===== config.mk =====
export PLATFORM = sky130hd
export DESIGN_NAME = pipelineCtrl
export DESIGN_NICKNAME = d
export VERILOG_FILES = /design/src/rtl/operandPkg.sv /design/src/rtl/pipelineCtrl.sv
export VERILOG_INCLUDE_DIRS = /design/src /design/src/rtl
export SDC_FILE = /design/constraint.sdc
export NUM_CORES = 1
export LEC_CHECK = 0
export ABC_AREA = 1
export ABC_CLOCK_PERIOD_IN_PS = 2300
export BUFFER_PORTS_ARGS = -buffer_cell sky130_fd_sc_hd__clkbuf_2
export CAP_MARGIN = 20
export CORE_ASPECT_RATIO = 2
export CORE_MARGIN = 2
export CORE_UTILIZATION = 40
export CTS_BUF_LIST = sky130_fd_sc_hd__clkbuf_4 sky130_fd_sc_hd__clkbuf_8 sky130_fd_sc_hd__clkbuf_16
export DETAILED_ROUTE_END_ITERATION = 16
export PLACE_DENSITY = 0.66
export SLEW_MARGIN = 20
export SYNTH_ARGS = -nofsm -noshare
export SYNTH_HDL_FRONTEND = slang
export SYNTH_SLANG_ARGS = --single-unit

===== constraint.sdc =====
create_clock -name clk -period 2.3 [get_ports clk]
set_clock_uncertainty 0.15 [all_clocks]
set_input_delay 0.46 -clock clk [delete_from_list [all_inputs] [get_ports clk]]
set_output_delay 0.46 -clock clk [all_outputs]
set_load 0.05 [all_outputs]

===== src/rtl/operandDefs.svh =====
/* Width and size macros shared by the operand-fetch RTL and its testbench.
   Include this file wherever one of the macros is needed. */
`ifndef OPERAND_DEFS_SVH
`define OPERAND_DEFS_SVH

// ---------------------------------------------------------------------
// Datapath widths.
// ---------------------------------------------------------------------
`define XLEN 32        // integer register and pc width.
`define FLEN 64        // double-precision floating-point register width.

// ---------------------------------------------------------------------
// Register files.
// ---------------------------------------------------------------------
`define REG_ADDR_W 5   // bits in a register specifier.
`define NUM_REGS 32    // registers in each file.

`endif

===== src/rtl/operandPkg.sv =====
/* Types shared by the decode, register-read and control blocks of the operand-fetch front.
   Referenced as operandPkg::name, never imported. */
`include "operandDefs.svh"

package operandPkg;

    // register specifier as it appears in the instruction word.
    typedef logic [`REG_ADDR_W-1:0] RegAddr;

    // register file words.
    typedef logic [`XLEN-1:0] IntWord;
    typedef logic [`FLEN-1:0] FpWord;

    // which file an operand or a destination lives in.
    typedef enum logic [1:0] {
        ClassNone = 2'd0,
        ClassInt  = 2'd1,
        ClassFp   = 2'd2
    } RegClass;

    // trap codes follow the privileged-spec mcause numbering.
    typedef enum logic [3:0] {
        TrapNone        = 4'd0,
        TrapIllegalInsn = 4'd2
    } TrapCause;

endpackage


===== src/rtl/pipelineCtrl.sv =====
/* Pipeline controller. Tracks registers with writes outstanding and drives the
   stall, bubble and flush controls of the decode and register-read stages. */
`timescale 1ns/100ps
`include "operandDefs.svh"

module pipelineCtrl (
    input  logic clk,
    input  logic rst,
    input  logic flushReq,
    input  logic execStall,
    input  logic decValid,
    input  operandPkg::RegAddr decRs1,
    input  operandPkg::RegAddr decRs2,
    input  operandPkg::RegAddr decRs3,
    input  operandPkg::RegClass src1Class,
    input  operandPkg::RegClass src2Class,
    input  operandPkg::RegClass src3Class,
    input  logic rrValid,
    input  operandPkg::RegAddr rrRd,
    input  operandPkg::RegClass rrRdClass,
    input  logic intWbValid,
    input  operandPkg::RegAddr intWbAddr,
    input  logic fpWbValid,
    input  operandPkg::RegAddr fpWbAddr,
    output logic decStall,
    output logic rrStall,
    output logic rrBubble,
    output logic flush
);

    logic [`NUM_REGS-1:0] intBusy;
    logic [`NUM_REGS-1:0] fpBusy;
    logic rrLeaving;
    logic hazard;

    // a source waits if its register is busy, unless the writeback lands now,
    // or if the instruction in register read is about to write it.
    function automatic logic srcHazard(input operandPkg::RegAddr addr,
                                       input operandPkg::RegClass cls);
        logic busy;
        logic inFlight;
        busy = 1'b0;
        if (cls == operandPkg::ClassInt) begin
            busy = intBusy[addr] && !(intWbValid && intWbAddr == addr);
        end
        else if (cls == operandPkg::ClassFp) begin
            busy = fpBusy[addr] && !(fpWbValid && fpWbAddr == addr);
        end
        inFlight = rrValid && !flush && cls != operandPkg::ClassNone &&
                   rrRdClass == cls && rrRd == addr;
        return busy || inFlight;
    endfunction

    assign rrLeaving = rrValid && !execStall;

    always_comb begin
        hazard = decValid && (srcHazard(decRs1, src1Class) ||
                              srcHazard(decRs2, src2Class) ||
                              srcHazard(decRs3, src3Class));
        rrStall = execStall;
        decStall = execStall || hazard;
        rrBubble = hazard && !execStall;
    end

    // ---------------------------------------------------------------------
    // Scoreboard. A new outstanding write wins over a writeback to the same register.
    // ---------------------------------------------------------------------
    always_ff @(posedge clk) begin
        if (rst) begin
            intBusy <= '0;
            fpBusy <= '0;
            flush <= 1'b0;
        end
        else begin
            flush <= flushReq;
            if (intWbValid) intBusy[intWbAddr] <= 1'b0;
            if (fpWbValid) fpBusy[fpWbAddr] <= 1'b0;
            if (rrLeaving && rrRdClass == operandPkg::ClassInt && rrRd != '0) begin
                intBusy[rrRd] <= 1'b1;
            end
            if (rrLeaving && rrRdClass == operandPkg::ClassFp) begin
                fpBusy[rrRd] <= 1'b1;
            end
        end
    end

    intWbToBusy: assert property (@(posedge clk) disable iff (rst)
        intWbValid |-> intBusy[intWbAddr]);
    fpWbToBusy: assert property (@(posedge clk) disable iff (rst)
        fpWbValid |-> fpBusy[fpWbAddr]);
    noBubbleOnStall: assert property (@(posedge clk) disable iff (rst)
        !(rrBubble && rrStall));

endmodule


==> impl_metrics.ini <==
[outcome]
status = finished, violations left
violations = negative setup slack

[floorplanning]
start_util_pct = 40.5
pin_count = 50
die_y_um = 171
core_mm2 = 0.0138
dieArea_mm2 = 0.0150
die_x_um = 87.7
rows = 61

[synth]
synth.distinct_cells = 29
ys_seq_elements = 65
syn-cell-area_mm2 = 0.00560
synth.avg_cell_area_um2 = 5.70
synth_warnings = 0
synth_seq_area_share_pct = 23.2
synthCells = 983
synth_nets = 1029

[grt]
antenna_found_initial = 0
grt_max_degree = 66
grt.overflow.total = 0
grtUsageTotal_pct = 32.7
grt_pass1_vias = 6710
grt_first_pass_wirelength_um = 36700

[timing]
hold_viol_final = 0
rsz0062_at_grt = true
setup_slack_ps = -369
finalCriticalPeriod_ps = 2670
final-setup-viol-count = 2
tns_ps = -704
max_freq_mhz = 375
period_share_pct = 116
max_slew_margin_pct = 71.0
tightest_slew_ps = 434
slew_viol_final = 0

[finish]
drive_gt1_share_pct = 18.4
final_cell_mix = 266 x nand2_1, 172 x nand3_1, 93 x buf_4
postLayoutCoreUtil_pct = 52.2
final_nets = 1137
antenna-diode-count = 0
instances_no_fill = 1285
mostFrequentLayoutCell = nand2_1
syn_to_final_growth_pct = 28.8
fin_area_mm2 = 0.00721

[place]
hpwl_um = 19600
globalplace.congestion = 1.02
place_area_mm2 = 0.00670
portBuffers = 49
placed_cells = 1263

[setup_path]
start_kind = input port
critical_path_class = in2out
critPathMaxFanout = 6
cp-end-kind = output pin
crit_arrival_ps = 2060
cp.required_ps = 1690

[clocking]
cts_tree = done
cts_sinks = 65
htreeDepth = 3
root_buffer = clkbuf_16
cts-buffers-inserted = 9
clock_latency_ps = 330
clk_path_buf_depth = 2
hold_buffers = 0
path_clk_slew_ps = 50

[job]
maxCapViolCount = 0

[detailed_routing]
drcViolationCount = 0
first_iter_violations = 923
viasPerCell = 5.73
routedWlPerCell_um = 19.4
drt-total-wl_um = 24900
drt_pass1_iterations = 6
final_antenna_net_count = 0
vias = 7365

[worst_hold_path]
hold_class = in2reg

[pwr]
leakagePower_nw = 3.09
p_total_mw = 3.39
irDropWorstVdd_v = 0.000293
p_per_area_mw_per_mm2 = 470
-- worst max-delay path, cell delays in order --
cell	delay [ps]
buf_12	110
buf_12	140
clkbuf_16	160
o211ai_1	170
nand3_1	110
nand3_2	90
nand2_2	60
nor2_2	110
nor2_2	40
nor2_2	150
nand3_1	110
nand2_2	120
nand2_2	70
buf_8	150
-- logic make-up (layout without fill, tap and decap cells) --
kind of cell           Yosys count  in the layout  synth area share [%]
XOR/XNOR                        13             13                  2.03
AND/OR/NAND/NOR                548            548                  41.5
AO/OA/AOI/OAI                  197            197                  19.3
flip-flops                      65             65                  23.2
buffers and inverters          160            273                  13.9
-- path summary, 6_finish.rpt --
kind / cells past startpoint / startpoint / slack [ps] / to
setup / recovery: 14 / decRs3[0] / -370 / decStall
hold / removal: 3 / flushReq / 170 / flush
setup reg to reg: 2 / fpBusy[5] / 1360 / fpBusy[5]
hold reg to reg: 2 / intBusy[19] / 330 / intBusy[19]
-- cell usage after synthesis --
| cell type | n | area, µm² |
|---|---|---|
| a21oi_1 | 70 | 350 |
| a21oi_2 | 1 | 8.76 |
| buf_2 | 32 | 160 |
| buf_4 | 10 | 75.1 |
| buf_6 | 12 | 135 |
| clkbuf_1 | 10 | 37.5 |
| clkbuf_2 | 1 | 5.00 |
| clkinv_1 | 3 | 11.3 |
| dfxtp_1 | 65 | 1300 |
| inv_1 | 84 | 315 |
| inv_2 | 5 | 18.8 |
| inv_4 | 2 | 12.5 |
| inv_6 | 1 | 8.76 |
| nand2_1 | 269 | 1010 |
| nand3_1 | 174 | 871 |
| nand4_1 | 7 | 43.8 |
| nor2_1 | 86 | 323 |
| nor3_1 | 6 | 30.0 |
| nor3_2 | 1 | 10.0 |
| nor4_2 | 1 | 12.5 |
| o211ai_1 | 26 | 195 |
| o21a_1 | 1 | 7.51 |
| o21ai_0 | 76 | 380 |
| o21ai_1 | 5 | 25.0 |
| o22ai_1 | 18 | 113 |
| or2_0 | 3 | 18.8 |
| or2_1 | 1 | 6.26 |
| xnor2_1 | 7 | 61.3 |
| xor2_1 | 6 | 52.6 |
-- per-stage QoR --
| stage | setup slack [ps] | hold WS, ps |
|---|---|---|
| after floorplan | -4.63 | 304 |
| after global placement | -486 | 316 |
| after detailed placement | -521 | 323 |
| after CTS | -333 | 169 |
| after global routing | -450 | 196 |
| final | -369 | 166 |
-- final cells by class --
| cell class | count | area (µm²) |
|---|---|---|
| Clock buffer | 11 | 246 |
| Clock inverter | 5 | 55.1 |
| Fill cell | 1467 | 6600 |
| Inverter | 95 | 374 |
| Multi-Input combinational cell | 758 | 3570 |
| Sequential cell | 65 | 1300 |
| Tap cell | 189 | 236 |
| Timing Repair Buffer | 162 | 1420 |
-- sequential cells by signal (all words and copies together), names as in the netlist --
register  cells
flush         1
fpBusy       32
intBusy      32
-- power breakdown --
part / switching (mW) / leakage, nW / internal (mW)
registers: 0.00387 / 0.524 / 1.13
logic: 0.537 / 2.42 / 0.362
clock network: 0.478 / 0.145 / 0.875
total: 1.02 / 3.09 / 2.37
-- routing by layer --
| layer | track usage (%) | wire (µm) |
|---|---|---|
| met3 | 2.21 | 1540 |
| met2 | 57.0 | 12400 |
| met4 | 24.9 | 2430 |
| met1 | 35.8 | 8550 |
| met5 | 0 | 0 |
-- timing repair --
action	CTS	global route
pin swaps	2	13
setup buffers	0	2
resized for setup	12	19
gates cloned	1	3
endpoints found under the setup margin	2	2
Note: power is estimated with default switching activity, not from simulation.
