[src/rtl/operandDefs.svh]
/* Width and size macros shared by the operand-fetch RTL and its testbench.
   Include this file wherever one of the macros is needed. */
`ifndef OPERAND_DEFS_SVH
`define OPERAND_DEFS_SVH

// ---------------------------------------------------------------------
// Datapath widths.
// ---------------------------------------------------------------------
`define XLEN 32        // integer register and pc width.
`define FLEN 64        // double-precision floating-point register width.

// ---------------------------------------------------------------------
// Register files.
// ---------------------------------------------------------------------
`define REG_ADDR_W 5   // bits in a register specifier.
`define NUM_REGS 32    // registers in each file.

`endif
[src/rtl/operandPkg.sv]
/* Types shared by the decode, register-read and control blocks of the operand-fetch front.
   Referenced as operandPkg::name, never imported. */
`include "operandDefs.svh"

package operandPkg;

    // register specifier as it appears in the instruction word.
    typedef logic [`REG_ADDR_W-1:0] RegAddr;

    // register file words.
    typedef logic [`XLEN-1:0] IntWord;
    typedef logic [`FLEN-1:0] FpWord;

    // which file an operand or a destination lives in.
    typedef enum logic [1:0] {
        ClassNone = 2'd0,
        ClassInt  = 2'd1,
        ClassFp   = 2'd2
    } RegClass;

    // trap codes follow the privileged-spec mcause numbering.
    typedef enum logic [3:0] {
        TrapNone        = 4'd0,
        TrapIllegalInsn = 4'd2
    } TrapCause;

endpackage

[src/rtl/regReadStage.sv]
/* Register-read stage. Addresses both register files from the decode outputs
   and registers the operands for execute, with stall, bubble and flush. */
`timescale 1ns/100ps
`include "operandDefs.svh"

module regReadStage (
    input  logic clk,
    input  logic rst,
    input  logic decValid,
    input  logic [`XLEN-1:0] decPc,
    input  logic [31:0] decInsn,
    input  operandPkg::RegAddr decRs1,
    input  operandPkg::RegAddr decRs2,
    input  operandPkg::RegAddr decRs3,
    input  operandPkg::RegAddr decRd,
    input  operandPkg::RegClass src1Class,
    input  operandPkg::RegClass src2Class,
    input  operandPkg::RegClass src3Class,
    input  operandPkg::RegClass rdClass,
    input  operandPkg::TrapCause decTrapCause,
    input  logic stall,
    input  logic bubble,
    input  logic flush,
    output operandPkg::RegAddr intReadAddr [2],
    output operandPkg::RegAddr fpReadAddr [3],
    input  operandPkg::IntWord intReadValue [2],
    input  operandPkg::FpWord fpReadValue [3],
    output logic rrValid,
    output logic [`XLEN-1:0] rrPc,
    output logic [31:0] rrInsn,
    output operandPkg::RegAddr rrRd,
    output operandPkg::RegClass rrRdClass,
    output operandPkg::TrapCause rrTrapCause,
    output operandPkg::IntWord rrIntValue1,
    output operandPkg::IntWord rrIntValue2,
    output operandPkg::FpWord rrFpValue1,
    output operandPkg::FpWord rrFpValue2,
    output operandPkg::FpWord rrFpValue3
);

    always_comb begin
        intReadAddr[0] = decRs1;
        intReadAddr[1] = decRs2;
        fpReadAddr[0] = decRs1;
        fpReadAddr[1] = decRs2;
        fpReadAddr[2] = decRs3;
    end

    always_ff @(posedge clk) begin
        if (rst || flush) begin
            rrValid <= 1'b0;
            rrPc <= '0;
            rrInsn <= '0;
            rrRd <= '0;
            rrRdClass <= operandPkg::ClassNone;
            rrTrapCause <= operandPkg::TrapNone;
            rrIntValue1 <= '0;
            rrIntValue2 <= '0;
            rrFpValue1 <= '0;
            rrFpValue2 <= '0;
            rrFpValue3 <= '0;
        end
        else if (stall) begin
            rrValid <= rrValid;                                  // execute is not taking it.
        end
        else if (bubble) begin
            rrValid <= 1'b0;                                     // decode waits on a hazard.
        end
        else begin
            rrValid <= decValid;
            rrPc <= decPc;
            rrInsn <= decInsn;
            rrRd <= decRd;
            rrRdClass <= rdClass;
            rrTrapCause <= decTrapCause;
            // an operand slot the instruction does not read from that file is zero.
            rrIntValue1 <= (src1Class == operandPkg::ClassInt) ? intReadValue[0] : '0;
            rrIntValue2 <= (src2Class == operandPkg::ClassInt) ? intReadValue[1] : '0;
            rrFpValue1 <= (src1Class == operandPkg::ClassFp) ? fpReadValue[0] : '0;
            rrFpValue2 <= (src2Class == operandPkg::ClassFp) ? fpReadValue[1] : '0;
            rrFpValue3 <= (src3Class == operandPkg::ClassFp) ? fpReadValue[2] : '0;
        end
    end

endmodule

[config.mk]
export PLATFORM = sky130hd
export DESIGN_NAME = regReadStage
export DESIGN_NICKNAME = d
export VERILOG_FILES = /design/src/rtl/operandPkg.sv /design/src/rtl/regReadStage.sv
export VERILOG_INCLUDE_DIRS = /design/src /design/src/rtl
export SDC_FILE = /design/constraint.sdc
export NUM_CORES = 1
export LEC_CHECK = 0
export BUFFER_PORTS_ARGS = -buffer_cell sky130_fd_sc_hd__buf_2
export CAP_MARGIN = 20
export CORE_AREA = 4 4 280 282
export CTS_BUF_LIST = sky130_fd_sc_hd__clkbuf_8
export DETAILED_ROUTE_END_ITERATION = 8
export DIE_AREA = 0 0 284 286
export HOLD_SLACK_MARGIN = 0.02
export MAX_ROUTING_LAYER = met4
export PLACE_DENSITY = 0.32
export SYNTH_ARGS = -nofsm -noshare
export SYNTH_HDL_FRONTEND = slang
export SYNTH_SLANG_ARGS = --single-unit
export TNS_END_PERCENT = 50
[constraint.sdc]
create_clock -name clk -period 3.4 [get_ports clk]
set_clock_uncertainty 0.05 [all_clocks]
set_input_delay 0.17 -clock clk [delete_from_list [all_inputs] [get_ports clk]]
set_output_delay 0.17 -clock clk [all_outputs]
set_load 0.01 [all_outputs]
==> summary.json <==
{
  "run_status": {
    "status": "finished clean"
  },
  "setup_path": {
    "crit_path_max_fanout": 17,
    "data_arrival_at_the_endpoint_of_the_critical_path_ns": 2.59,
    "r2r_setup_slack_ns": 2.10,
    "start_to_end_type_of_the_worst_setup_path": "in -> reg",
    "r2r_cells": 3,
    "crit_required_ns": 3.88,
    "critical_path.reg2reg.endpoint": "rrValid$_SDFFE_PP0N_",
    "start_kind": "input port",
    "r2r_start": "rrValid$_SDFFE_PP0N_",
    "critical_path.endpoint_type": "register"
  },
  "synthesis": {
    "synthXorXnorAreaFrac": 0,
    "synth_simple_gate_area_frac": 0.0623,
    "postSynth.asyncResetShare": 0,
    "synthTopCellsByCount": "332 x dfxtp_1, 256 x a22o_1, 150 x nand2_1, 75 x a21oi_1, 31 x buf_4",
    "syn-instance-count": 930,
    "postSynthNetCount": 1288,
    "muxShareOfSynthArea": 0,
    "netlist.top_cell.by_area": "dfxtp_1",
    "synthesis.area_per_instance_um2": 11.4,
    "synth_top_family_by_area": "compound AO/OA/AOI/OAI gates",
    "synth_compound_area_frac": 0.247,
    "yosysMostFrequentCell": "dfxtp_1",
    "synth-warning-count": 0,
    "synth_seq_cells": 332,
    "synth_cell_type_count": 14,
    "synth_enable_flop_cells": 0,
    "synth-adder-area-share": 0,
    "netlist_area_um2": 10600,
    "proportion_of_netlist_area_held_by_the_largest_area_contributor": 0.626,
    "sequential_cell_area_fraction_in_the_yosys_report": 0.626,
    "synth_top_flop_cell": "dfxtp_1",
    "synth_top_cells_by_area": "dfxtp_1 63%, a22o_1 21%, nand2_1 5.3%"
  },
  "placement": {
    "place.detailed.hpwl_um": 33600,
    "place_worst_setup_slack_ns": 0.856,
    "gp_congestion": 0.794,
    "port_buffers": 674,
    "place_area_um2": 14700
  },
  "global_routing": {
    "grt_util_met2": 0.195,
    "track_usage": 0.114,
    "gr-total-overflow": 0,
    "grtUsageMet1": 0.117,
    "largest_net_degree_at_the_start_of_global_routing": 145,
    "global_routing_met3_resource_utilization": 0.0470,
    "grt.busiest_layer": "met2",
    "first_global_vias": 11905,
    "grt_pass1_wl_um": 71100,
    "antenna_found_initial": 6
  },
  "cells_and_area": {
    "cell_area_after_layout_um2": 19700,
    "fillerInstances": 8158,
    "final_layout_size_suffix_gt1_frac": 0.398,
    "area_delta_synth_final_pct": 85.6,
    "layout.nets": 2292
  },
  "pwr": {
    "share_comb_of_total_power": 0.085,
    "worst_ir_drop_vdd_mv": 0.241,
    "p_seq_frac": 0.432,
    "power.density_cell_area_nw_per_um2": 465,
    "internal_pwr_total_uw": 6970,
    "p_leak_uw": 0.00936,
    "switching_share": 0.239,
    "overall_power_consumption_uw": 9160,
    "power_frac_clock": 0.483,
    "power.switching_uw": 2190
  },
  "clock_network": {
    "cts_resized": 0,
    "clock_insertion_delay_worst_skew_ns": 0.61,
    "cts.path.max_buffers": 3,
    "htree_levels": 3,
    "cts.root.buffer_cell": "clkbuf_8",
    "clk_pin_slew_ns": 0.05,
    "numCtsBuffers": 69,
    "clock-sinks": 332,
    "cts_tree": "done"
  },
  "routing": {
    "vias_after_detailed_routing": 11228,
    "first_iter_violations": 378,
    "detail_route.drc_violations": 0,
    "drt_pre_antenna_iters": 7,
    "postRouteWirelength_um": 48000,
    "via_per_inst": 3.78,
    "drt.antenna.violating_nets": 0,
    "wl_per_cell_um": 16.2
  },
  "die": {
    "num_io_pins": 715,
    "die_height_um": 286,
    "floorplan.core_area_um2": 75700,
    "die_w_um": 284,
    "row_count": 101,
    "die_area_um2": 81200,
    "initial_utilization": 0.140
  },
  "min_path": {
    "min-delay-path-class": "in -> reg",
    "hold_start": "src2Class[0]",
    "whs_path_depth": 4,
    "hold-path-endpoint": "rrFpValue2[61]$_SDFFE_PP0P_"
  },
  "timing": {
    "final_hold_viol_count": 0,
    "finalCritPeriodShare": 0.619,
    "maxClockFrequency_ghz": 0.475,
    "timing.hold.ws_ns": 0.102,
    "tns_ns": 0,
    "drv_slew": 0,
    "post-route-min-period_ns": 2.11,
    "max-slew-margin-rel": 0.320,
    "final.setup.worst_slack_ns": 1.29,
    "rsz0062_at_grt": "no",
    "setup_violations": 0,
    "slew_at_the_pin_with_the_worst_max_slew_slack_ns": 1.02
  },
  "flow_run": {
    "cap_violations": 0
  }
}
[cell families (layout without fill, tap and decap cells)]
family / Yosys count / in the layout
compound gates: 332 / 332
simple gates: 161 / 161
other cells: 0 / 5
flops: 332 / 332
buf+inv: 105 / 1160
[placed cells by master, fill, tap and decap left out]
cell             n
inv_6            3
nand2_1        150
clkbuf_8        82
clkinvlp_4       1
buf_2          674
nor2_1           1
a22o_1         256
or2_2            2
clkinv_2         5
nor3b_4          5
dfxtp_1        332
or4_4            1
bufinv_16        5
nor2_4           2
dlygate4sd3_1  353
buf_12           4
inv_1           26
a21oi_1         75
buf_4            7
diode_2          5
a22oi_1          1
[power groups by stage]
stage	Sequential (uW)	Clock, uW	Combinational (uW)
2_1_floorplan	4060	0	171
3_3_place_gp	4040	0	464
3_5_place_dp	4040	0	466
4_1_cts	3960	4680	790
5_1_grt	3960	4840	845
6_report	3960	4430	776
[state kept, by name (all words and copies together), names as in the netlist, 4 cells and up]
| name | count |
|---|---|
| rrPc | 32 |
| rrTrapCause | 4 |
| rrFpValue3 | 64 |
| rrInsn | 32 |
| rrRd | 5 |
| rrIntValue2 | 32 |
| rrIntValue1 | 32 |
| rrFpValue2 | 64 |
| rrFpValue1 | 64 |
[worst max-delay path, stage by stage]
cell,delay [ns]
buf_2,0.13
or4_4,0.67
nor3b_4,0.81
a22o_1,0.24
dlygate4sd3_1,0.55
[repair_timing]
item	4_1_cts	5_1_grt
hold endpoints to repair	332	0
setup endpoints to repair	0	0
buffers inserted	0	0
hold buffers	353	0
[per-stage QoR]
| stage | util | instances |
|---|---|---|
| detailed placement | 0.194 | 2488 |
| global placement | 0.194 | 2488 |
| CTS | 0.260 | 2963 |
| floorplan | - | 930 |
| global route | 0.260 | 2968 |
| finish | 0.260 | 2968 |
[worst max-delay path by stage]
| stage | slack (ns) | endpoint | startpoint | cells after the start |
|---|---|---|---|---|
| global placement | 0.94 | rrIntValue1[20]$_SDFFE_PP0P_ | stall | 5 |
| finish | 1.29 | rrIntValue1[15]$_SDFFE_PP0P_ | stall | 5 |
| CTS | 1.40 | rrIntValue1[21]$_SDFFE_PP0P_ | stall | 5 |
| global route | 1.23 | rrIntValue1[15]$_SDFFE_PP0P_ | stall | 5 |
| detailed placement | 0.86 | rrIntValue1[10]$_SDFFE_PP0P_ | stall | 5 |
| floorplan | 1.91 | rrFpValue1[25]$_SDFFE_PP0P_ | flush | 6 |
[layout make-up]
class	instances	area (um2)	share of cell area
diodes	5	12.5	0.000635
multi-input cells	493	3330	0.169
well taps	978	1220	0.0622
flip-flops and latches	332	6650	0.338
clock buffers	82	1130	0.0573
clock inverters	40	307	0.0156
repair buffers	1038	7040	0.358
[routing by layer]
metal	part of all wire	up-vias
met1	0.38	5237
met5	0	-
li1	-	5382
met4	0.036	0
met2	0.49	491
met3	0.093	118
Note: power is estimated with default switching activity, not from simulation.
