==> config.mk <==
export PLATFORM = sky130hd
export DESIGN_NAME = insnDecoder
export DESIGN_NICKNAME = d
export VERILOG_FILES = /design/src/rtl/operandPkg.sv /design/src/rtl/insnDecoder.sv
export VERILOG_INCLUDE_DIRS = /design/src /design/src/rtl
export SDC_FILE = /design/constraint.sdc
export NUM_CORES = 1
export LEC_CHECK = 0
export ABC_AREA = 1
export ABC_CLOCK_PERIOD_IN_PS = 12600
export BUFFER_PORTS_ARGS = -buffer_cell sky130_fd_sc_hd__buf_2
export CAP_MARGIN = 20
export CORE_UTILIZATION = 25
export DETAILED_ROUTE_END_ITERATION = 12
export GPL_TIMING_DRIVEN = 0
export PLACE_DENSITY = 0.55
export SETUP_SLACK_MARGIN = 0.02
export SLEW_MARGIN = 0
export SYNTH_ARGS = -nofsm -noshare
export SYNTH_HDL_FRONTEND = slang
export SYNTH_SLANG_ARGS = --single-unit
==> constraint.sdc <==
create_clock -name clk -period 12.6 [get_ports clk]
set_input_delay 3.78 -clock clk [delete_from_list [all_inputs] [get_ports clk]]
set_output_delay 3.78 -clock clk [all_outputs]
set_load 0.005 [all_outputs]
==> src/rtl/operandDefs.svh <==
/* Width and size macros shared by the operand-fetch RTL and its testbench.
   Include this file wherever one of the macros is needed. */
`ifndef OPERAND_DEFS_SVH
`define OPERAND_DEFS_SVH

// ---------------------------------------------------------------------
// Datapath widths.
// ---------------------------------------------------------------------
`define XLEN 32        // integer register and pc width.
`define FLEN 64        // double-precision floating-point register width.

// ---------------------------------------------------------------------
// Register files.
// ---------------------------------------------------------------------
`define REG_ADDR_W 5   // bits in a register specifier.
`define NUM_REGS 32    // registers in each file.

`endif
==> src/rtl/operandPkg.sv <==
/* Types shared by the decode, register-read and control blocks of the operand-fetch front.
   Referenced as operandPkg::name, never imported. */
`include "operandDefs.svh"

package operandPkg;

    // register specifier as it appears in the instruction word.
    typedef logic [`REG_ADDR_W-1:0] RegAddr;

    // register file words.
    typedef logic [`XLEN-1:0] IntWord;
    typedef logic [`FLEN-1:0] FpWord;

    // which file an operand or a destination lives in.
    typedef enum logic [1:0] {
        ClassNone = 2'd0,
        ClassInt  = 2'd1,
        ClassFp   = 2'd2
    } RegClass;

    // trap codes follow the privileged-spec mcause numbering.
    typedef enum logic [3:0] {
        TrapNone        = 4'd0,
        TrapIllegalInsn = 4'd2
    } TrapCause;

endpackage

==> src/rtl/insnDecoder.sv <==
/* Decode stage. Registers an accepted instruction and extracts its register
   specifiers, the register class of every operand and the illegal-opcode trap. */
`timescale 1ns/100ps
`include "operandDefs.svh"

module insnDecoder (
    input  logic clk,
    input  logic rst,
    input  logic insnValid,
    input  logic [31:0] insn,
    input  logic [`XLEN-1:0] pc,
    input  logic stall,
    input  logic flush,
    output logic decValid,
    output logic [`XLEN-1:0] decPc,
    output logic [31:0] decInsn,
    output operandPkg::RegAddr decRs1,
    output operandPkg::RegAddr decRs2,
    output operandPkg::RegAddr decRs3,
    output operandPkg::RegAddr decRd,
    output operandPkg::RegClass src1Class,
    output operandPkg::RegClass src2Class,
    output operandPkg::RegClass src3Class,
    output operandPkg::RegClass rdClass,
    output operandPkg::TrapCause decTrapCause
);

    // ---------------------------------------------------------------------
    // RV32 major opcodes.
    // ---------------------------------------------------------------------
    localparam logic [6:0] OpLoad   = 7'b0000011;
    localparam logic [6:0] OpLoadFp = 7'b0000111;
    localparam logic [6:0] OpImm    = 7'b0010011;
    localparam logic [6:0] OpAuipc  = 7'b0010111;
    localparam logic [6:0] OpStore  = 7'b0100011;
    localparam logic [6:0] OpStoreFp = 7'b0100111;
    localparam logic [6:0] OpReg    = 7'b0110011;
    localparam logic [6:0] OpLui    = 7'b0110111;
    localparam logic [6:0] OpMadd   = 7'b1000011;
    localparam logic [6:0] OpMsub   = 7'b1000111;
    localparam logic [6:0] OpNmsub  = 7'b1001011;
    localparam logic [6:0] OpNmadd  = 7'b1001111;
    localparam logic [6:0] OpFp     = 7'b1010011;
    localparam logic [6:0] OpBranch = 7'b1100011;
    localparam logic [6:0] OpJalr   = 7'b1100111;
    localparam logic [6:0] OpJal    = 7'b1101111;

    logic [6:0] opcode;
    logic [4:0] funct5;
    operandPkg::RegClass cls1, cls2, cls3, clsRd;
    operandPkg::TrapCause cause;

    assign opcode = insn[6:0];
    assign funct5 = insn[31:27];

    always_comb begin
        cls1 = operandPkg::ClassNone;
        cls2 = operandPkg::ClassNone;
        cls3 = operandPkg::ClassNone;
        clsRd = operandPkg::ClassNone;
        cause = operandPkg::TrapNone;
        case (opcode)
            OpReg, OpStore, OpBranch: begin
                cls1 = operandPkg::ClassInt;
                cls2 = operandPkg::ClassInt;
                clsRd = (opcode == OpReg) ? operandPkg::ClassInt : operandPkg::ClassNone;
            end
            OpImm, OpLoad, OpJalr: begin
                cls1 = operandPkg::ClassInt;
                clsRd = operandPkg::ClassInt;
            end
            OpJal, OpLui, OpAuipc: clsRd = operandPkg::ClassInt;
            OpLoadFp, OpStoreFp: begin
                cls1 = operandPkg::ClassInt;                     // integer base address.
                cls2 = (opcode == OpStoreFp) ? operandPkg::ClassFp : operandPkg::ClassNone;
                clsRd = (opcode == OpLoadFp) ? operandPkg::ClassFp : operandPkg::ClassNone;
            end
            OpFp: begin
                // fcvt.d.w and fmv.d.x take an integer source.
                cls1 = (funct5 == 5'b11010 || funct5 == 5'b11110) ?
                       operandPkg::ClassInt : operandPkg::ClassFp;
                // only the two-operand arithmetic ops and the compares read rs2.
                cls2 = (funct5[4:3] == 2'b00 || funct5 == 5'b10100) ?
                       operandPkg::ClassFp : operandPkg::ClassNone;
                // fcmp, fcvt to int and fmv.x/fclass write the integer file.
                clsRd = (funct5 == 5'b10100 || funct5 == 5'b11000 || funct5 == 5'b11100) ?
                        operandPkg::ClassInt : operandPkg::ClassFp;
            end
            OpMadd, OpMsub, OpNmsub, OpNmadd: begin
                cls1 = operandPkg::ClassFp;
                cls2 = operandPkg::ClassFp;
                cls3 = operandPkg::ClassFp;
                clsRd = operandPkg::ClassFp;
            end
            default: cause = operandPkg::TrapIllegalInsn;
        endcase
        if (clsRd == operandPkg::ClassInt && insn[11:7] == '0) begin
            clsRd = operandPkg::ClassNone;                       // writes to x0 are dropped.
        end
    end

    always_ff @(posedge clk) begin
        if (rst || flush) begin
            decValid <= 1'b0;
            decTrapCause <= operandPkg::TrapNone;
        end
        else if (!stall) begin
            decValid <= insnValid;
            decPc <= pc;
            decInsn <= insn;
            decRs1 <= insn[19:15];
            decRs2 <= insn[24:20];
            decRs3 <= insn[31:27];
            decRd <= insn[11:7];
            src1Class <= cls1;
            src2Class <= cls2;
            src3Class <= cls3;
            rdClass <= clsRd;
            decTrapCause <= insnValid ? cause : operandPkg::TrapNone;
        end
    end

    trapOnlyWhenValid: assert property (@(posedge clk) disable iff (rst)
        decTrapCause != operandPkg::TrapNone |-> decValid);

endmodule

==> impl_metrics.json, run 1 <==
{
  "r2r-end": "decTrapCause[1]",
  "layout_setup_ws_ns": 7.634,
  "fin_crit_sh_pct": 39.41,
  "io_pins": 166,
  "fin_skew_ns": 0,
  "grt_util_all_layers_pct": 10.52,
  "hold_depth": 2,
  "worstPathCellList": "buf_2 > or2_2 > nor2_4 > buf_12",
  "min_period_ns": 4.966,
  "synth_compound_area_share_pct": 1.546,
  "muxShareOfSynthArea_pct": 0,
  "syn_inst": 170,
  "synth_flop_cell": "edfxtp_1",
  "wl_per_cell_microns": 11.68,
  "cts_hold_buf": 0,
  "timing.fmax_mhz": 201.4,
  "critical_path_arrival_ns": 5.01,
  "grt_pass1_wl_mm": 8.445,
  "vias_per_cell": 3.857,
  "overflow": 0,
  "cts_buffers": 9,
  "synth_area_sq_mm": 0.002671,
  "maxCapViolCount": 0,
  "dieArea_sq_mm": 0.01110,
  "startpoint_type": "input pin",
  "drc": 0,
  "outcome": "finished, final reports clean",
  "dr.pass1.iters": 3,
  "dpl.hpwl_mm": 4.532,
  "crit_type": "input pin to flip-flop",
  "crit_slowest_cell": "nor2_4",
  "yosysUniqueCellTypes": 19,
  "grt_pass1_vias": 1718,
  "hold_violations": 0,
  "critPathMaxStageDelay_ns": 0.52,
  "setup_viol": 0,
  "area_growth_pct": 47.49,
  "critPathMaxFanout": 27,
  "synth_area_per_cell_sq_um": 15.71,
  "ctsResizeCount": 0,
  "htreeDepth": 3,
  "worst_slew_pin_slew_ns": 0.6527,
  "clk_latency_ns": 0.34,
  "cts_tree": "built",
  "holdCritStartpoint": "decTrapCause[1]",
  "critPathTopFamily": "simple AND/OR/NAND/NOR gates",
  "ys_ff_latch": 73,
  "r2r_start": "decTrapCause[1]",
  "cts_buffer_depth": 2,
  "dieHeight_microns": 105.4,
  "max_slew_margin_pct": 56.38,
  "rows": 37,
  "postRouteAntennaNets": 0,
  "hp-class": "flip-flop to flip-flop",
  "gp_congestion": 0.7084,
  "holdPathEnd": "decTrapCause[1]",
  "synthArstFlopShare_pct": 0,
  "drt-total-wl_mm": 5.699,
  "tns_ns": 0,
  "vias": 1882,
  "p_leak_nw": 1.744,
  "layout_common_cells": "buf_2, edfxtp_1, buf_4",
  "synth_edf_count": 71,
  "dr.first_iter.drc_count": 33,
  "initial_core_util_pct": 25.88,
  "portBuffers": 161,
  "core_sq_mm": 0.01032,
  "reg2reg_depth": 2,
  "ys_seq_area_share_pct": 81.31,
  "power.ir.vdd_worst_v": 0.00004188,
  "synth-simple-area-share_pct": 8.712,
  "post-place-ws_ns": 7.251,
  "cp.required_ns": 12.64,
  "nets": 416,
  "timing_max_transition_violations_final": 0,
  "clock-sinks": 73,
  "ys_warn_count": 0,
  "root_buffer": "clkbuf_8",
  "grt_max_degree": 28,
  "final_common_cell": "buf_2",
  "antenna_cells": 0,
  "endpoint_kind": "flip-flop",
  "rsz0062_at_grt": "false",
  "antenna_found_initial": 0,
  "path_clk_slew_ns": 0.07,
  "crit_buf_inv": 2,
  "die_x_microns": 105.4,
  "post_cts_buffers": 0,
  "synthAdderAreaFrac_pct": 0,
  "reg2reg_slack_ns": 12.01,
  "synth_top_family_by_area": "simple AND/OR/NAND/NOR gates",
  "drive_gt1_share_pct": 59.66,
  "power.density_mw_per_mm2": 136.5,
  "synth-xor-area-share_pct": 0
}
logic make-up (layout without fill, tap and decap cells):
family,count (synthesis),count (layout)
flip-flops,73,73
AND/OR/NAND/NOR,54,54
other,1,4
buffers and inverters,35,214
AO/OA/AOI/OAI,7,7
tightest hold or removal path, stage by stage (launching register included):
cell     delay, ns
dfxtp_1       0.32
nand2_1       0.08
a21oi_2       0.05
area by class of cell:
| type | count | area, sq um |
|---|---|---|
| buffer | 24 | 180.2 |
| clock buffer | 10 | 127.6 |
| clock inverter | 6 | 106.4 |
| fill | 1006 | 6384 |
| inverter | 11 | 41.29 |
| multi-input combinational | 65 | 296.5 |
| sequential | 73 | 2172 |
| tap | 136 | 170.2 |
| timing repair buffer | 163 | 845.8 |
routing by layer:
layer | routed length [microns] | global-route usage, % | up-vias
li1 | - | - | 919
met1 | 2299 | 11.76 | 854
met2 | 2719 | 16.49 | 99
met3 | 531 | 4.082 | 10
met4 | 148 | 7.243 | 0
met5 | 0 | 0 | -
synthesized netlist by cell type (2+ instances only):
master / instances / area share (%)
nor2_1: 18 / 2.5
nand3_1: 7 / 1.3
inv_1: 9 / 1.3
dfxtp_1: 2 / 1.5
inv_2: 2 / 0.28
edfxtp_1: 71 / 80
nand2_1: 22 / 3.1
a21oi_1: 4 / 0.75
buf_4: 24 / 6.7
nand2_2: 2 / 0.47
worst max path at each step:
stage | start | cells past startpoint | slack, ns | to
5_1_grt | flush | 4 | 7.59 | decPc[30]
2_1_floorplan | flush | 2 | 5.03 | decInsn[0]
3_3_place_gp | flush | 3 | 3.66 | decInsn[21]
6_report | flush | 4 | 7.63 | decPc[11]
4_1_cts | flush | 4 | 7.63 | decPc[11]
3_5_place_dp | flush | 4 | 7.25 | decInsn[22]
where the power goes:
| part | internal (mW) | total, mW | switching (mW) |
|---|---|---|---|
| clock network | 0.131 | 0.214 | 0.0834 |
| logic | 0.0228 | 0.0423 | 0.0195 |
| registers | 0.278 | 0.281 | 0.00299 |
registers in the layout (all words and copies together), names as in the netlist:
register / count
src2Class: 2
src1Class: 2
rdClass: 2
src3Class: 1
decPc: 32
decInsn: 32
decTrapCause: 1
decValid: 1
stage by stage:
step	instances	instance area (sq um)	power [mW]	utilization, %	hold slack, ns
2_1_floorplan	173	2683	0.3021	-	0.4703
3_3_place_gp	470	3659	0.3288	35.44	0.4670
3_5_place_dp	472	3706	0.3303	35.90	0.4766
4_1_cts	488	3940	0.5467	38.17	0.4962
5_1_grt	488	3940	0.5613	38.17	0.5092
6_report	488	3940	0.5377	38.17	0.4913
Power figures use the tool's default switching activity.
==> run 2: changes to the inputs <==
- ABC_AREA: 1 -> 0
- ABC_CLOCK_PERIOD_IN_PS: 12600 -> 4600
- PLACE_DENSITY: 0.55 -> 0.54
- clock period: 12.6 -> 4.6 ns (I/O delays scaled with it)
==> impl_metrics.json, run 2 <==
{
  "synth_flop_cell": "edfxtp_1",
  "maxCapViolCount": 0,
  "hold_violations": 0,
  "dr.first_iter.drc_count": 100,
  "ys_warn_count": 0,
  "timing_max_transition_violations_final": 0,
  "drt-total-wl_mm": 6.525,
  "max_slew_margin_pct": 40.80,
  "net-switching-power_mw": 0.2988,
  "syn_inst": 152,
  "outcome": "finished, final reports clean",
  "p_int_mw": 1.135,
  "ys_seq_area_share_pct": 79.60,
  "wl_per_cell_microns": 13.88,
  "wl_met1_mm": 2.286,
  "seqPwrFrac_pct": 53.8,
  "power_frac_comb_pct": 8.8,
  "dpl_cell_area_sq_mm": 0.003810,
  "grt_max_degree": 23,
  "clock-sinks": 73,
  "muxShareOfSynthArea_pct": 0.3668,
  "vias_per_cell": 4.091,
  "core_sq_mm": 0.01046,
  "power.ir.vdd_worst_v": 0.0001233,
  "final_common_cell": "buf_2",
  "synth-xor-area-share_pct": 0.3210,
  "ctsResizeCount": 0,
  "timing.fmax_mhz": 378.7,
  "io_pins": 166,
  "instances_no_fill": 470,
  "cts_buffers": 9,
  "synth-simple-area-share_pct": 7.382,
  "hp-class": "flip-flop to flip-flop",
  "place_inst": 455,
  "portBuffers": 161,
  "synth.largest_area_cell": "edfxtp_1",
  "dpl.hpwl_mm": 5.102,
  "vias": 1923,
  "dieHeight_microns": 106.5,
  "yosysUniqueCellTypes": 35,
  "synth_top_family_by_area": "buffers and inverters",
  "drc": 0,
  "fin_skew_ns": 0,
  "cts_hold_buf": 0,
  "final_area_sq_mm": 0.004019,
  "critical_path_arrival_ns": 2.70,
  "antenna_cells": 0,
  "synth.area.top_cells": "edfxtp_1, buf_4, dfxtp_1, nand4b_4, nand2_1",
  "synth_area_per_cell_sq_um": 17.95,
  "layout_common_cells": "buf_2, edfxtp_1, buf_4",
  "synth_edf_count": 71,
  "drive_gt1_share_pct": 63.17,
  "path_clk_slew_ns": 0.07,
  "root_buffer": "clkbuf_8",
  "rsz0062_at_grt": "false",
  "wl_met2_mm": 3.522,
  "gp_congestion": 0.6832,
  "area_growth_pct": 47.27,
  "initial_core_util_pct": 26.08,
  "critPathMaxFanout": 22,
  "grt_pass1_wl_mm": 9.301,
  "p_leak_nw": 1.736,
  "clk_latency_ns": 0.35,
  "yosys-top-cells-count": "edfxtp_1, buf_4, nand2_1",
  "antenna_found_initial": 0,
  "fin_crit_sh_pct": 57.40,
  "routed-wl-met3_microns": 568,
  "endpoint_kind": "flip-flop",
  "highest_layer": "met4",
  "rows": 37,
  "cts_tree": "built",
  "synth_area_sq_mm": 0.002729,
  "synthAdderAreaFrac_pct": 0,
  "htreeDepth": 3,
  "crit_type": "input pin to flip-flop",
  "reg_top3": "decInsn x32, decPc x32",
  "p_sw_share_pct": 20.84,
  "nets": 399,
  "synthArstFlopShare_pct": 0,
  "postRouteAntennaNets": 0,
  "synth_compound_area_share_pct": 4.539,
  "grt_util_all_layers_pct": 11.38,
  "power.density_mw_per_mm2": 356.7,
  "ys_ff_latch": 73,
  "cp.required_ns": 4.65,
  "worst_slew_pin_slew_ns": 0.8852,
  "dieArea_sq_mm": 0.01134,
  "tns_ns": 0,
  "post_cts_buffers": 0,
  "die_x_microns": 106.5,
  "overflow": 0,
  "clkPwrFrac_pct": 37.3,
  "fillerInstances": 1002,
  "grt_pass1_vias": 1759,
  "yosysTopAreaCellShare_pct": 78.13,
  "cts_buffer_depth": 2,
  "min_period_ns": 2.640,
  "dr.pass1.iters": 4,
  "startpoint_type": "input pin",
  "setup_viol": 0,
  "yosysMostFrequentCell": "edfxtp_1"
}
==> run 2: changes by cell type after synthesis, moves of 4 or more <==
cell / change
nand2_1: -16
inv_1: -8
nand3_1: -4
nor2_1: -13
==> run 2: per-stage QoR <==
| stage | hold WS [ns] | util [%] | worst slack (ns) | total power, mW |
|---|---|---|---|---|
| 2_1_floorplan | 0.4759 | - | 1.060 | 0.8325 |
| 3_3_place_gp | 0.4805 | 35.63 | 0.1973 | 0.9077 |
| 3_5_place_dp | 0.4844 | 36.41 | 1.563 | 0.9160 |
| 4_1_cts | 0.4939 | 38.41 | 1.938 | 1.456 |
| 5_1_grt | 0.5401 | 38.41 | 1.879 | 1.489 |
| 6_report | 0.4980 | 38.41 | 1.960 | 1.434 |
==> run 2: worst max-delay path: stages <==
cell	delay (ns)
buf_2	0.14
nor3_4	0.75
buf_16	0.24
buf_16	0.17
==> run 2: worst paths after layout <==
check                                startpoint              end  slack, ns  depth (start not counted)
worst max-delay path                      stall      decInsn[20]       1.96                          4
worst min-delay path            decTrapCause[1]  decTrapCause[1]       0.50                          2
worst min register to register  decTrapCause[1]  decTrapCause[1]       0.50                          2
worst max register to register         decValid         decValid       3.99                          2
==> run 2: cell type report <==
class	instances	area, sq um	share of cell area (%)
clock buffer	10	127.6	3.176
buffer	28	205.2	5.106
inverter	1	3.754	0.09340
multi-input combinational	53	370.4	9.215
clock inverter	5	81.33	2.024
timing repair buffer	164	888.4	22.10
sequential	73	2172	54.05
tap	136	170.2	4.234
==> run 2: power groups by stage <==
stage	Sequential, mW	Combinational, mW	Clock, mW
finish	0.772	0.127	0.535
global route	0.775	0.140	0.575
CTS	0.773	0.129	0.554
detailed placement	0.788	0.128	0
global placement	0.788	0.120	0
floorplan	0.792	0.0402	0
==> run 2: kinds of logic after synthesis <==
group                  after synthesis
buffers and inverters               29
other                                1
AO/OA/AOI/OAI                       16
flip-flops                          73
multiplexers                         1
AND/OR/NAND/NOR                     31
XOR/XNOR                             1
==> run 2: layer usage <==
layer / global-route usage, % / vias up
met2: 20.92 / 105
met5: 0 / -
met4: 7.926 / 0
li1: - / 907
met1: 10.92 / 899
met3: 3.127 / 12
